==> src/source/rv_fetch_consts.svh <==
`ifndef RV_FETCH_CONSTS_SVH
`define RV_FETCH_CONSTS_SVH

// byte address width of the instruction space
`define RV_FETCH_ADDR_BITS 16

// log2 of queue words
`define RV_FETCH_DEPTH_BITS 2

`define RV_FETCH_BOOT_PC 16'h0000

// register word offsets
`define RV_FETCH_REG_CTRL 2'd0
`define RV_FETCH_REG_TARGET 2'd1
`define RV_FETCH_REG_STATUS 2'd2

`endif

==> src/source/rv_fetch_pkg.sv <==
`include "rv_fetch_consts.svh"

package rv_fetch_pkg;

    // byte address without bit 0
    typedef logic [`RV_FETCH_ADDR_BITS-1:1] half_pc_t;

    // byte address without bits 1..0
    typedef logic [`RV_FETCH_ADDR_BITS-1:2] word_addr_t;

    typedef logic [31:0] inst_word_t;

    typedef logic [31:0] reg_data_t;

    typedef enum logic [1:0]
    {
        bus_idle,
        bus_read,
        bus_drop   // waiting out an ack after a redirect
    } bus_state_t;

endpackage

==> src/source/rv_fetch_ctrl_regs.sv <==
`include "rv_fetch_consts.svh"

module rv_fetch_ctrl_regs
    import rv_fetch_pkg::*;
(
    input  logic       i_clk,
    input  logic       i_arst_n,
    input  logic       i_cfg_cyc,
    input  logic       i_cfg_stb,
    input  logic       i_cfg_we,
    input  logic [1:0] i_cfg_adr,
    input  reg_data_t  i_cfg_dat,
    input  half_pc_t   i_fetch_pc,
    output reg_data_t  o_cfg_dat,
    output logic       o_cfg_ack,
    output logic       o_enable,
    output logic       o_redirect,
    output half_pc_t   o_target
);

    localparam logic [`RV_FETCH_ADDR_BITS-1:0] boot_byte = `RV_FETCH_BOOT_PC;
    localparam int pad_bits = 32 - `RV_FETCH_ADDR_BITS;

    logic access;

    // no new access while the previous one is being acked
    assign access = i_cfg_cyc && i_cfg_stb && !o_cfg_ack;

    always_ff @(posedge i_clk or negedge i_arst_n)
    begin
        if (!i_arst_n)
        begin
            o_cfg_ack  <= 1'b0;
            o_redirect <= 1'b0;
            o_enable   <= 1'b0;
            o_target   <= boot_byte[`RV_FETCH_ADDR_BITS-1:1];
        end
        else
        begin
            o_cfg_ack  <= access;
            o_redirect <= access && i_cfg_we && (i_cfg_adr == `RV_FETCH_REG_TARGET);
            if (access && i_cfg_we)
            begin
                case (i_cfg_adr)
                    `RV_FETCH_REG_CTRL:   o_enable <= i_cfg_dat[0];
                    `RV_FETCH_REG_TARGET: o_target <= i_cfg_dat[`RV_FETCH_ADDR_BITS-1:1];
                    default: ;   // status is read-only
                endcase
            end
        end
    end

    // read data, presented with ack
    always_ff @(posedge i_clk)
    begin
        if (access)
        begin
            case (i_cfg_adr)
                `RV_FETCH_REG_CTRL:   o_cfg_dat <= {31'b0, o_enable};
                `RV_FETCH_REG_TARGET: o_cfg_dat <= {{pad_bits{1'b0}}, o_target, 1'b0};
                `RV_FETCH_REG_STATUS: o_cfg_dat <= {{pad_bits{1'b0}}, i_fetch_pc, 1'b0};
                default:              o_cfg_dat <= '0;
            endcase
        end
    end

endmodule

==> src/source/rv_fetch_bus_master.sv <==
`include "rv_fetch_consts.svh"

module rv_fetch_bus_master
    import rv_fetch_pkg::*;
(
    input  logic       i_clk,
    input  logic       i_arst_n,
    input  logic       i_enable,
    input  logic       i_redirect,
    input  half_pc_t   i_target,
    input  logic       i_not_full,
    input  inst_word_t i_imem_dat,
    input  logic       i_imem_ack,
    output logic       o_imem_cyc,
    output logic       o_imem_stb,
    output word_addr_t o_imem_adr,
    output logic       o_push,
    output inst_word_t o_push_data
);

    localparam logic [`RV_FETCH_ADDR_BITS-1:0] boot_byte = `RV_FETCH_BOOT_PC;

    bus_state_t state;
    word_addr_t fetch_addr;   // next word to request
    word_addr_t target_word;
    logic       start;

    assign target_word = i_target[`RV_FETCH_ADDR_BITS-1:2];
    assign start       = (state == bus_idle) && !i_redirect && i_enable && i_not_full;

    always_ff @(posedge i_clk or negedge i_arst_n)
    begin
        if (!i_arst_n)
        begin
            state      <= bus_idle;
            fetch_addr <= boot_byte[`RV_FETCH_ADDR_BITS-1:2];
        end
        else
        begin
            case (state)
                bus_idle:
                begin
                    if (i_redirect)
                        fetch_addr <= target_word;
                    else if (start)
                        state <= bus_read;
                end
                bus_read:
                begin
                    if (i_redirect)
                    begin
                        fetch_addr <= target_word;
                        state      <= i_imem_ack ? bus_idle : bus_drop;
                    end
                    else if (i_imem_ack)
                    begin
                        fetch_addr <= fetch_addr + word_addr_t'(1);
                        state      <= bus_idle;
                    end
                end
                bus_drop:
                begin
                    if (i_redirect)
                        fetch_addr <= target_word;
                    if (i_imem_ack)
                        state <= bus_idle;   // stale word thrown away
                end
                default: state <= bus_idle;
            endcase
        end
    end

    // address held steady for the whole cycle, even across a redirect
    always_ff @(posedge i_clk)
    begin
        if (start)
            o_imem_adr <= fetch_addr;
    end

    assign o_imem_cyc  = (state != bus_idle);
    assign o_imem_stb  = (state != bus_idle);
    assign o_push      = (state == bus_read) && i_imem_ack && !i_redirect;
    assign o_push_data = i_imem_dat;

endmodule

==> src/source/rv_fetch_buf.sv <==
`include "rv_fetch_consts.svh"

module rv_fetch_buf
    import rv_fetch_pkg::*;
(
    input  logic       i_clk,
    input  logic       i_arst_n,
    input  logic       i_flush,
    input  half_pc_t   i_flush_pc,
    input  logic       i_push,
    input  inst_word_t i_push_data,
    input  logic       i_inst_stall,
    output logic       o_not_full,
    output logic       o_inst_valid,
    output inst_word_t o_inst_data,
    output half_pc_t   o_inst_pc,
    output half_pc_t   o_fetch_pc
);

    localparam int q_size = 2 ** `RV_FETCH_DEPTH_BITS;
    localparam logic [`RV_FETCH_ADDR_BITS-1:0] boot_byte = `RV_FETCH_BOOT_PC;
    localparam logic [q_size:0] fill_empty = 1;

    inst_word_t        data [q_size];
    logic [q_size:0]   fill_oh;    // one-hot word count, bit 0 means empty
    half_pc_t          pc;
    half_pc_t          pc_step;
    logic [15:0]       latch_hi;   // upper half of the last popped word
    logic              hi_valid;
    logic              head_valid;
    logic              use_latch;
    logic [15:0]       data_lo;
    logic [15:0]       data_hi;
    logic              is_comp;
    logic              inst_valid;
    logic              preload;
    logic              consume;
    logic              pop;

    assign head_valid = !fill_oh[0];
    assign use_latch  = pc[1] && hi_valid;

    always_comb
    begin
        if (use_latch)
            data_lo = latch_hi;
        else if (pc[1])
            data_lo = data[0][31:16];
        else
            data_lo = data[0][15:0];
    end

    assign is_comp = (data_lo[1:0] != 2'b11);

    // upper half forced to zero for compressed so it holds under a stall
    assign data_hi = is_comp ? 16'h0000 : (pc[1] ? data[0][15:0] : data[0][31:16]);

    assign inst_valid = use_latch ? (is_comp || head_valid)
                                  : (head_valid && (is_comp || !pc[1]));

    // 32-bit instruction starting in the upper half, move that half to the latch first
    assign preload = pc[1] && !hi_valid && head_valid && !is_comp;
    assign consume = inst_valid && !i_inst_stall;
    assign pop     = preload || (consume && (pc[1] ? !(hi_valid && is_comp) : !is_comp));
    assign pc_step = is_comp ? half_pc_t'(1) : half_pc_t'(2);

    always_ff @(posedge i_clk or negedge i_arst_n)
    begin
        if (!i_arst_n)
        begin
            fill_oh  <= fill_empty;
            hi_valid <= 1'b0;
            pc       <= boot_byte[`RV_FETCH_ADDR_BITS-1:1];
        end
        else if (i_flush)
        begin
            fill_oh  <= fill_empty;
            hi_valid <= 1'b0;
            pc       <= i_flush_pc;
        end
        else
        begin
            if (i_push && !pop)
                fill_oh <= fill_oh << 1;
            else if (pop && !i_push)
                fill_oh <= fill_oh >> 1;

            if (preload)
                hi_valid <= 1'b1;
            else if (consume && use_latch && is_comp)
                hi_valid <= 1'b0;   // latched half used up

            if (consume)
                pc <= pc + pc_step;
        end
    end

    always_ff @(posedge i_clk)
    begin
        if (pop)
            latch_hi <= data[0][31:16];
    end

    for (genvar i = 0; i < q_size; i++)
    begin : g_slot
        inst_word_t upper;

        if (i == q_size - 1)
        begin : g_last
            assign upper = data[i];
        end
        else
        begin : g_mid
            assign upper = data[i + 1];
        end

        always_ff @(posedge i_clk)
        begin
            if (pop)
            begin
                if (i_push && fill_oh[i + 1])
                    data[i] <= i_push_data;   // shift in behind the pop
                else
                    data[i] <= upper;
            end
            else if (i_push && fill_oh[i])
            begin
                data[i] <= i_push_data;
            end
        end
    end

    assign o_not_full   = !fill_oh[q_size];
    assign o_inst_valid = inst_valid;
    assign o_inst_data  = {data_hi, data_lo};
    assign o_inst_pc    = pc;
    assign o_fetch_pc   = pc;

endmodule

==> src/source/rv_fetch_top.sv <==
module rv_fetch_top
    import rv_fetch_pkg::*;
(
    input  logic       i_clk,
    input  logic       i_arst_n,
    input  logic       i_cfg_cyc,
    input  logic       i_cfg_stb,
    input  logic       i_cfg_we,
    input  logic [1:0] i_cfg_adr,
    input  reg_data_t  i_cfg_dat,
    output reg_data_t  o_cfg_dat,
    output logic       o_cfg_ack,
    output logic       o_imem_cyc,
    output logic       o_imem_stb,
    output word_addr_t o_imem_adr,
    input  inst_word_t i_imem_dat,
    input  logic       i_imem_ack,
    output logic       o_inst_valid,
    output inst_word_t o_inst_data,
    output half_pc_t   o_inst_pc,
    input  logic       i_inst_stall
);

    logic       enable;
    logic       redirect;
    half_pc_t   target;
    half_pc_t   fetch_pc;
    logic       not_full;
    logic       push;
    inst_word_t push_data;

    rv_fetch_ctrl_regs u_regs
    (
        .i_clk      (i_clk),
        .i_arst_n   (i_arst_n),
        .i_cfg_cyc  (i_cfg_cyc),
        .i_cfg_stb  (i_cfg_stb),
        .i_cfg_we   (i_cfg_we),
        .i_cfg_adr  (i_cfg_adr),
        .i_cfg_dat  (i_cfg_dat),
        .i_fetch_pc (fetch_pc),
        .o_cfg_dat  (o_cfg_dat),
        .o_cfg_ack  (o_cfg_ack),
        .o_enable   (enable),
        .o_redirect (redirect),
        .o_target   (target)
    );

    rv_fetch_bus_master u_master
    (
        .i_clk       (i_clk),
        .i_arst_n    (i_arst_n),
        .i_enable    (enable),
        .i_redirect  (redirect),
        .i_target    (target),
        .i_not_full  (not_full),
        .i_imem_dat  (i_imem_dat),
        .i_imem_ack  (i_imem_ack),
        .o_imem_cyc  (o_imem_cyc),
        .o_imem_stb  (o_imem_stb),
        .o_imem_adr  (o_imem_adr),
        .o_push      (push),
        .o_push_data (push_data)
    );

    // redirect doubles as queue flush
    rv_fetch_buf u_buf
    (
        .i_clk        (i_clk),
        .i_arst_n     (i_arst_n),
        .i_flush      (redirect),
        .i_flush_pc   (target),
        .i_push       (push),
        .i_push_data  (push_data),
        .i_inst_stall (i_inst_stall),
        .o_not_full   (not_full),
        .o_inst_valid (o_inst_valid),
        .o_inst_data  (o_inst_data),
        .o_inst_pc    (o_inst_pc),
        .o_fetch_pc   (fetch_pc)
    );

endmodule

==> config.mk <==
export PLATFORM = sky130hd
export DESIGN_NAME = rv_fetch_top
export DESIGN_NICKNAME = d
export VERILOG_FILES = /design/src/source/rv_fetch_pkg.sv /design/src/source/rv_fetch_ctrl_regs.sv /design/src/source/rv_fetch_bus_master.sv /design/src/source/rv_fetch_buf.sv /design/src/source/rv_fetch_top.sv
export VERILOG_INCLUDE_DIRS = /design/src /design/src/source
export SDC_FILE = /design/constraint.sdc
export NUM_CORES = 1
export LEC_CHECK = 0
export BUFFER_PORTS_ARGS = -buffer_cell sky130_fd_sc_hd__buf_2
export CAP_MARGIN = 20
export CORE_UTILIZATION = 35
export DETAILED_ROUTE_END_ITERATION = 8
export PLACE_DENSITY_LB_ADDON = 0.08
export SYNTH_ARGS = -nofsm -noshare
export SYNTH_HDL_FRONTEND = slang
export SYNTH_SLANG_ARGS = --single-unit
==> constraint.sdc <==
create_clock -name i_clk -period 7.04 [get_ports i_clk]
set_clock_uncertainty 0.15 [all_clocks]
set_input_delay 0 -clock i_clk [delete_from_list [all_inputs] [get_ports i_clk]]
set_output_delay 0 -clock i_clk [all_outputs]
set_load 0.1 [all_outputs]
==> metrics, run 1 <==
status=completed; GPL Wtd Cong=0.801; register bit total from synthesis=229; GR Overflow Total=0; Die Ht=177 um; Crit. Startpoint=u_buf.hi_valid$_DFFE_PN0P_; CTS H-tree depth=1; first-pass GRT wire length=38800 um; CTS Sinks=229; fmax=0.199 GHz; initial antenna violation count=0; unrepaired setup endpoints after global routing=false; critical path fanouts, max=22; DR DRC count=0; Final Max Tran Viols=0; Rel. slew slack=0.299; FFs w/ async S/R, synth=0.240; vias in the first global route=6666; max_cap viols=0; Crit path required time=7.09 ns; clk root buf=clkbuf_16; final hold vios=0; First DRT Iteration DRCs=381; Setup crit end kind=flip-flop; worst path arrival time=5.07 ns; area delta synth->final=21.4%; reg-to-reg critical path startpoint=u_buf.hi_valid$_DFFE_PN0P_; number of buffers created by CTS=27; number of setup buffers added after CTS=0; Setup Total Neg Slack=0 ns; Rows=63; Setup violations, final=0; estimated wirelength of the detail-placed design=15900 um; PostCTS Resize Cnt=0; worst r2r dst=u_buf.data[3][22]$_DFFE_PP_; Worst Setup EP=u_buf.data[3][22]$_DFFE_PP_; PnR worst setup slack=2.02 ns; Antenna Nets Post-Route=0; Worst Hold Class=in -> async; pre-CTS WS=1.96 ns; share of layout cells above drive strength 1=0.340; GR Util All Layers=0.162; startpoint types=flip-flop; dominant synthesized flop cell=edfxtp_1; core area=29900 um2; Synth warnings=0; IO Port Bufs=137; Initial Utilization=0.358; TritonCTS clock tree=yes; worst r2r path cells=10; synthesized area=10700 um2; DR WL/cell=18.8 um; Avg Cell Area, Syn=15.0 um2; pin count of the biggest net entering global routing=56; I/O pin cnt=170; DR vias=6506; DIE WIDTH=177 um; drt total wl=24700 um; vias per cell=4.96; final core utilization=0.435; TritonRoute pass-1 iters=4; fin crit share=0.713; Final Critical Period=5.02 ns; number of enable flip-flop cells after synthesis=174; Clock Pin Slew Worst Setup and Hold Paths=0.06 ns; Worst R2R Setup Slack=2.02 ns; Seq/Total Area, Yosys=0.617; Setup CP Type=reg -> reg; Post-Syn Instances=713; DIE AREA=31300 um2; clk_lat worst skew=0.53 ns; n_diodes=0; worst slew pin tran=1.05 ns; Max Root-Sink Buffers=3; Final nets=983; distinct cell type count of the synthesized netlist=54; CTS Hold Bufs=56
-- layout by cell type (no fill, tap or decap), drive strengths merged, types with 4 or more instances in the layout --
master,netlist,routed
o22ai,10,10
xor2,12,12
edfxtp,174,174
nor3,4,4
and3,13,13
a22o,15,15
nand2,40,40
mux2i,42,42
nor2b,5,5
a22oi,4,4
dlygate4sd3,0,57
buf,39,147
nand3,14,14
nor2,46,46
ha,4,4
clkinv,0,5
clkbuf,17,39
dfrtp,54,54
mux2,114,114
conb,1,16
inv,8,9
nand4,7,7
a21oi,32,32
o21ai,21,21
-- through the flow --
| step | cell area [um2] | instances | hold slack, ns |
|---|---|---|---|
| after floorplan | 10800 | 728 | -0.446 |
| after global routing | 13000 | 1313 | 0.0846 |
| after CTS | 13000 | 1310 | 0.0312 |
| final | 13000 | 1313 | 0.0160 |
| after detailed placement | 11600 | 1207 | 0.0621 |
| after global placement | 11600 | 1207 | 0.0601 |
-- synth_stat cells (all sizes together) (3+ instances only) --
| library cell | instances | area, um2 |
|---|---|---|
| a21oi | 32 | 160 |
| a22o | 15 | 131 |
| a22oi | 4 | 30.0 |
| a31oi | 3 | 18.8 |
| and3 | 13 | 86.3 |
| buf | 39 | 388 |
| clkbuf | 17 | 65.1 |
| dfrtp | 54 | 1350 |
| edfxtp | 174 | 5230 |
| ha | 4 | 50.1 |
| inv | 8 | 30.0 |
| mux2 | 114 | 1620 |
| mux2i | 42 | 420 |
| nand2 | 40 | 201 |
| nand2b | 3 | 18.8 |
| nand3 | 14 | 70.1 |
| nand4 | 7 | 43.8 |
| nor2 | 46 | 173 |
| nor2b | 5 | 31.3 |
| nor3 | 4 | 20.0 |
| o21ai | 21 | 105 |
| o22ai | 10 | 62.6 |
| or2 | 3 | 18.8 |
| xor2 | 12 | 105 |
-- kinds of logic after synthesis --
family / after synthesis / share of synthesized area
XOR/XNOR: 14 / 0.0115
buffers and inverters: 64 / 0.0451
other: 1 / 0.000350
flip-flops: 229 / 0.617
adder cells (fa/ha/maj): 5 / 0.00655
multiplexers: 156 / 0.191
AO/OA/AOI/OAI: 100 / 0.0597
AND/OR/NAND/NOR: 144 / 0.0691
-- critical path, stage by stage (launching register included) --
cell and delay (ns):
dfrtp_1 1.03, mux2_2 0.42, mux2i_1 0.19, or2_2 0.45, inv_1 0.14, ha_1 0.23
o32ai_2 0.40, a32o_2 0.57, mux2i_1 0.22, nor2_4 0.47, buf_4 0.39
-- layer usage --
metal	track usage	wire length (um)	up-vias
li1	-	-	3033
met1	0.227	11700	3232
met2	0.256	11200	197
met3	0.0245	1070	44
met4	0.0499	693	0
met5	0	0	-
-- state kept, by name, summed over array words and instances (netlist names) --
| register | cells |
|---|---|
| u_buf.data | 128 |
| u_buf.fill_oh | 5 |
| u_buf.hi_valid | 1 |
| u_buf.latch_hi | 16 |
| u_buf.o_fetch_pc | 15 |
| u_master.fetch_addr | 14 |
| u_master.o_imem_adr | 14 |
| u_master.state | 2 |
| u_regs.o_cfg_ack | 1 |
| u_regs.o_cfg_dat | 16 |
| u_regs.o_enable | 1 |
| u_regs.o_redirect | 1 |
| u_regs.o_target | 15 |
-- worst min path at each step --
stage / depth (start not counted) / slack, ns / startpoint / to
floorplan: 0 / -0.45 / i_arst_n / u_buf.fill_oh[1]$_DFFE_PN0P_
global placement: 2 / 0.06 / i_arst_n / u_master.fetch_addr[10]$_DFFE_PN0P_
detailed placement: 2 / 0.06 / i_arst_n / u_master.fetch_addr[10]$_DFFE_PN0P_
CTS: 3 / 0.03 / i_arst_n / u_regs.o_target[14]$_DFFE_PN0P_
global route: 2 / 0.08 / i_imem_dat[10] / u_buf.data[3][10]$_DFFE_PP_
finish: 3 / 0.02 / i_arst_n / u_regs.o_target[14]$_DFFE_PN0P_
-- final cells by class --
cell class	instances	area (um2)
Clock inverter	8	91.3
Fill cell	2760	16900
Timing Repair Buffer	204	1330
Clock buffer	39	761
Multi-Input combinational cell	435	3690
Inverter	8	30.0
Sequential cell	229	6600
Tap cell	390	488
Power of run 1 is not shown: default switching activity piles up to over one toggle a cycle in this logic, so the estimate is an artifact.
==> inputs of run 2 (changes only) <==
==> constraint.sdc (replaced) <==
create_clock -name i_clk -period 4.34 [get_ports i_clk]
set_clock_uncertainty 0.15 [all_clocks]
set_input_delay 0 -clock i_clk [delete_from_list [all_inputs] [get_ports i_clk]]
set_output_delay 0 -clock i_clk [all_outputs]
set_load 0.1 [all_outputs]
==> run 2 against run 1 <==
  * Sequential share of layout area is 0.18 points lower
  * Wire length up 3.6%
  * Core utilization grew 0.17 points
  * Via count is 1.3% higher
  * Design area up 0.39%
  * Worst setup slack worse by 1.6 ns
  * Clock-buffer cell count down 4
  * Non-clock buffer count rose by 9
  * Fmax increased by 29%
  * Global-route usage increased by 0.35 points
  * Sequential cell count unchanged
  * Largest cell class unchanged
  * Highest routed layer unchanged
==> metrics, run 2 (synthesis results as in run 1) <==
Most Used Layer, Global Route=met2; DR WL/cell=19.3 um; status=completed; GR Util All Layers=0.165; PnR worst setup slack=0.450 ns; clk_lat worst skew=0.54 ns; n_diodes=0; vias per cell=4.98; area occupied by registers=6610 um2; CTS Hold Bufs=56; final hold vios=0; Reg with most FFs=u_buf.data; IO Port Bufs=137; estimated wirelength of the detail-placed design=16400 um; met3 usage=0.0247; TritonCTS clock tree=yes; DR DRC count=0; Worst Hold Class=in -> async; worst slew pin tran=0.950 ns; core area=29900 um2; Final Max Tran Viols=0; Worst R2R Setup Slack=0.45 ns; number of setup buffers added after CTS=0; Setup crit end kind=flip-flop; PostCTS Resize Cnt=0; worst path arrival time=4.01 ns; Clock Pin Slew Worst Setup and Hold Paths=0.06 ns; Setup violations, final=0; FILL cells=2776; Die Ht=177 um; Final Critical Period=3.89 ns; reg-to-reg critical path startpoint=u_buf.o_fetch_pc[0]$_DFFE_PN0P_; number of buffers created by CTS=27; Setup Total Neg Slack=0 ns; Placement Cell Area=11600 um2; drt total wl=25500 um; I/O pin cnt=170; GR Util met2=0.267; fin area=13000 um2; CTS Sinks=229; Setup CP Type=reg -> reg; share of layout cells above drive strength 1=0.347; Largest regs=u_buf.data (128), u_buf.latch_hi (16), u_regs.o_cfg_dat (16); hold slack=0.0101 ns; clk root buf=clkbuf_16; Antenna Nets Post-Route=0; critical path fanouts, max=32; max_cap viols=0; crit path cell chain=inv_1 > o31ai_1 > or2_2 > inv_1 > ha_1 > o32ai_2 > a32o_2 > buf_4 > nand2_8 > mux2_4; max reg flops=128; CTS H-tree depth=1; fin crit share=0.896; area occupied by multi-input gates=3690 um2; TritonRoute pass-1 iters=5; Crit path required time=4.46 ns; DR vias=6592; startpoint types=flip-flop; DIE WIDTH=177 um; worst r2r dst=u_buf.data[0][19]$_DFFE_PP_; initial antenna violation count=0; Crit. Startpoint=u_buf.o_fetch_pc[0]$_DFFE_PN0P_; CP max stage cell=dfrtp_4; first-pass GRT wire length=39400 um; slowest cell delay on critical path=0.62 ns; area delta synth->final=21.8%; fmax=0.257 GHz; First DRT Iteration DRCs=442; pin count of the biggest net entering global routing=56; Initial Utilization=0.358; M1 GR Usage=0.232; vias in the first global route=6586; most frequent CP cell=inv_1; Rows=63; most common cell after layout, fill and taps aside=edfxtp_1; Rel. slew slack=0.366; pre-CTS WS=0.477 ns; GPL Wtd Cong=0.794; worst r2r path cells=10; Final nets=992; Max Root-Sink Buffers=3; most frequent cells in the layout=174 x edfxtp_1, 137 x buf_2, 90 x mux2_4; GR Overflow Total=0; unrepaired setup endpoints after global routing=false; DIE AREA=31300 um2
## run 2: area by class of cell
class,count,area share
Clock buffer,35,0.0541
Multi-Input combinational cell,435,0.283
Inverter,8,0.00230
Sequential cell,229,0.507
Tap cell,390,0.0374
Clock inverter,14,0.00950
Timing Repair Buffer,213,0.107
## run 2: worst max path at each step
stage                                             end  cells past startpoint  slack, ns
final                     u_buf.data[0][19]$_DFFE_PP_                     10       0.45
after global routing      u_buf.data[1][30]$_DFFE_PP_                     10       0.23
after CTS                  u_buf.data[1][3]$_DFFE_PP_                     10       0.43
after detailed placement   u_buf.data[1][9]$_DFFE_PP_                     10       0.48
after global placement     u_buf.data[0][3]$_DFFE_PP_                     10       0.55
after floorplan            u_buf.data[0][0]$_DFFE_PP_                     13       0.08
## run 2: stage by stage
step,util,cells
global placement,0.389,1217
CTS,0.436,1322
global route,0.437,1324
floorplan,-,728
detailed placement,0.389,1217
finish,0.437,1324
## run 2: critical path: cells and delay by family (launching register included)
kind / cells / cell delay (ns)
flops: 1 / 0.62
fa+ha+maj: 1 / 0.21
mux: 1 / 0.39
buf+inv: 3 / 0.49
compound gates: 3 / 1.26
simple gates: 2 / 0.45
## run 2: metal layers
layer | up-vias | wire length [um]
met1 | 3351 | 12100
met4 | 0 | 481
met5 | - | 0
li1 | 3052 | -
met3 | 31 | 999
met2 | 158 | 11900
Power of run 2 is left out for the same reason.
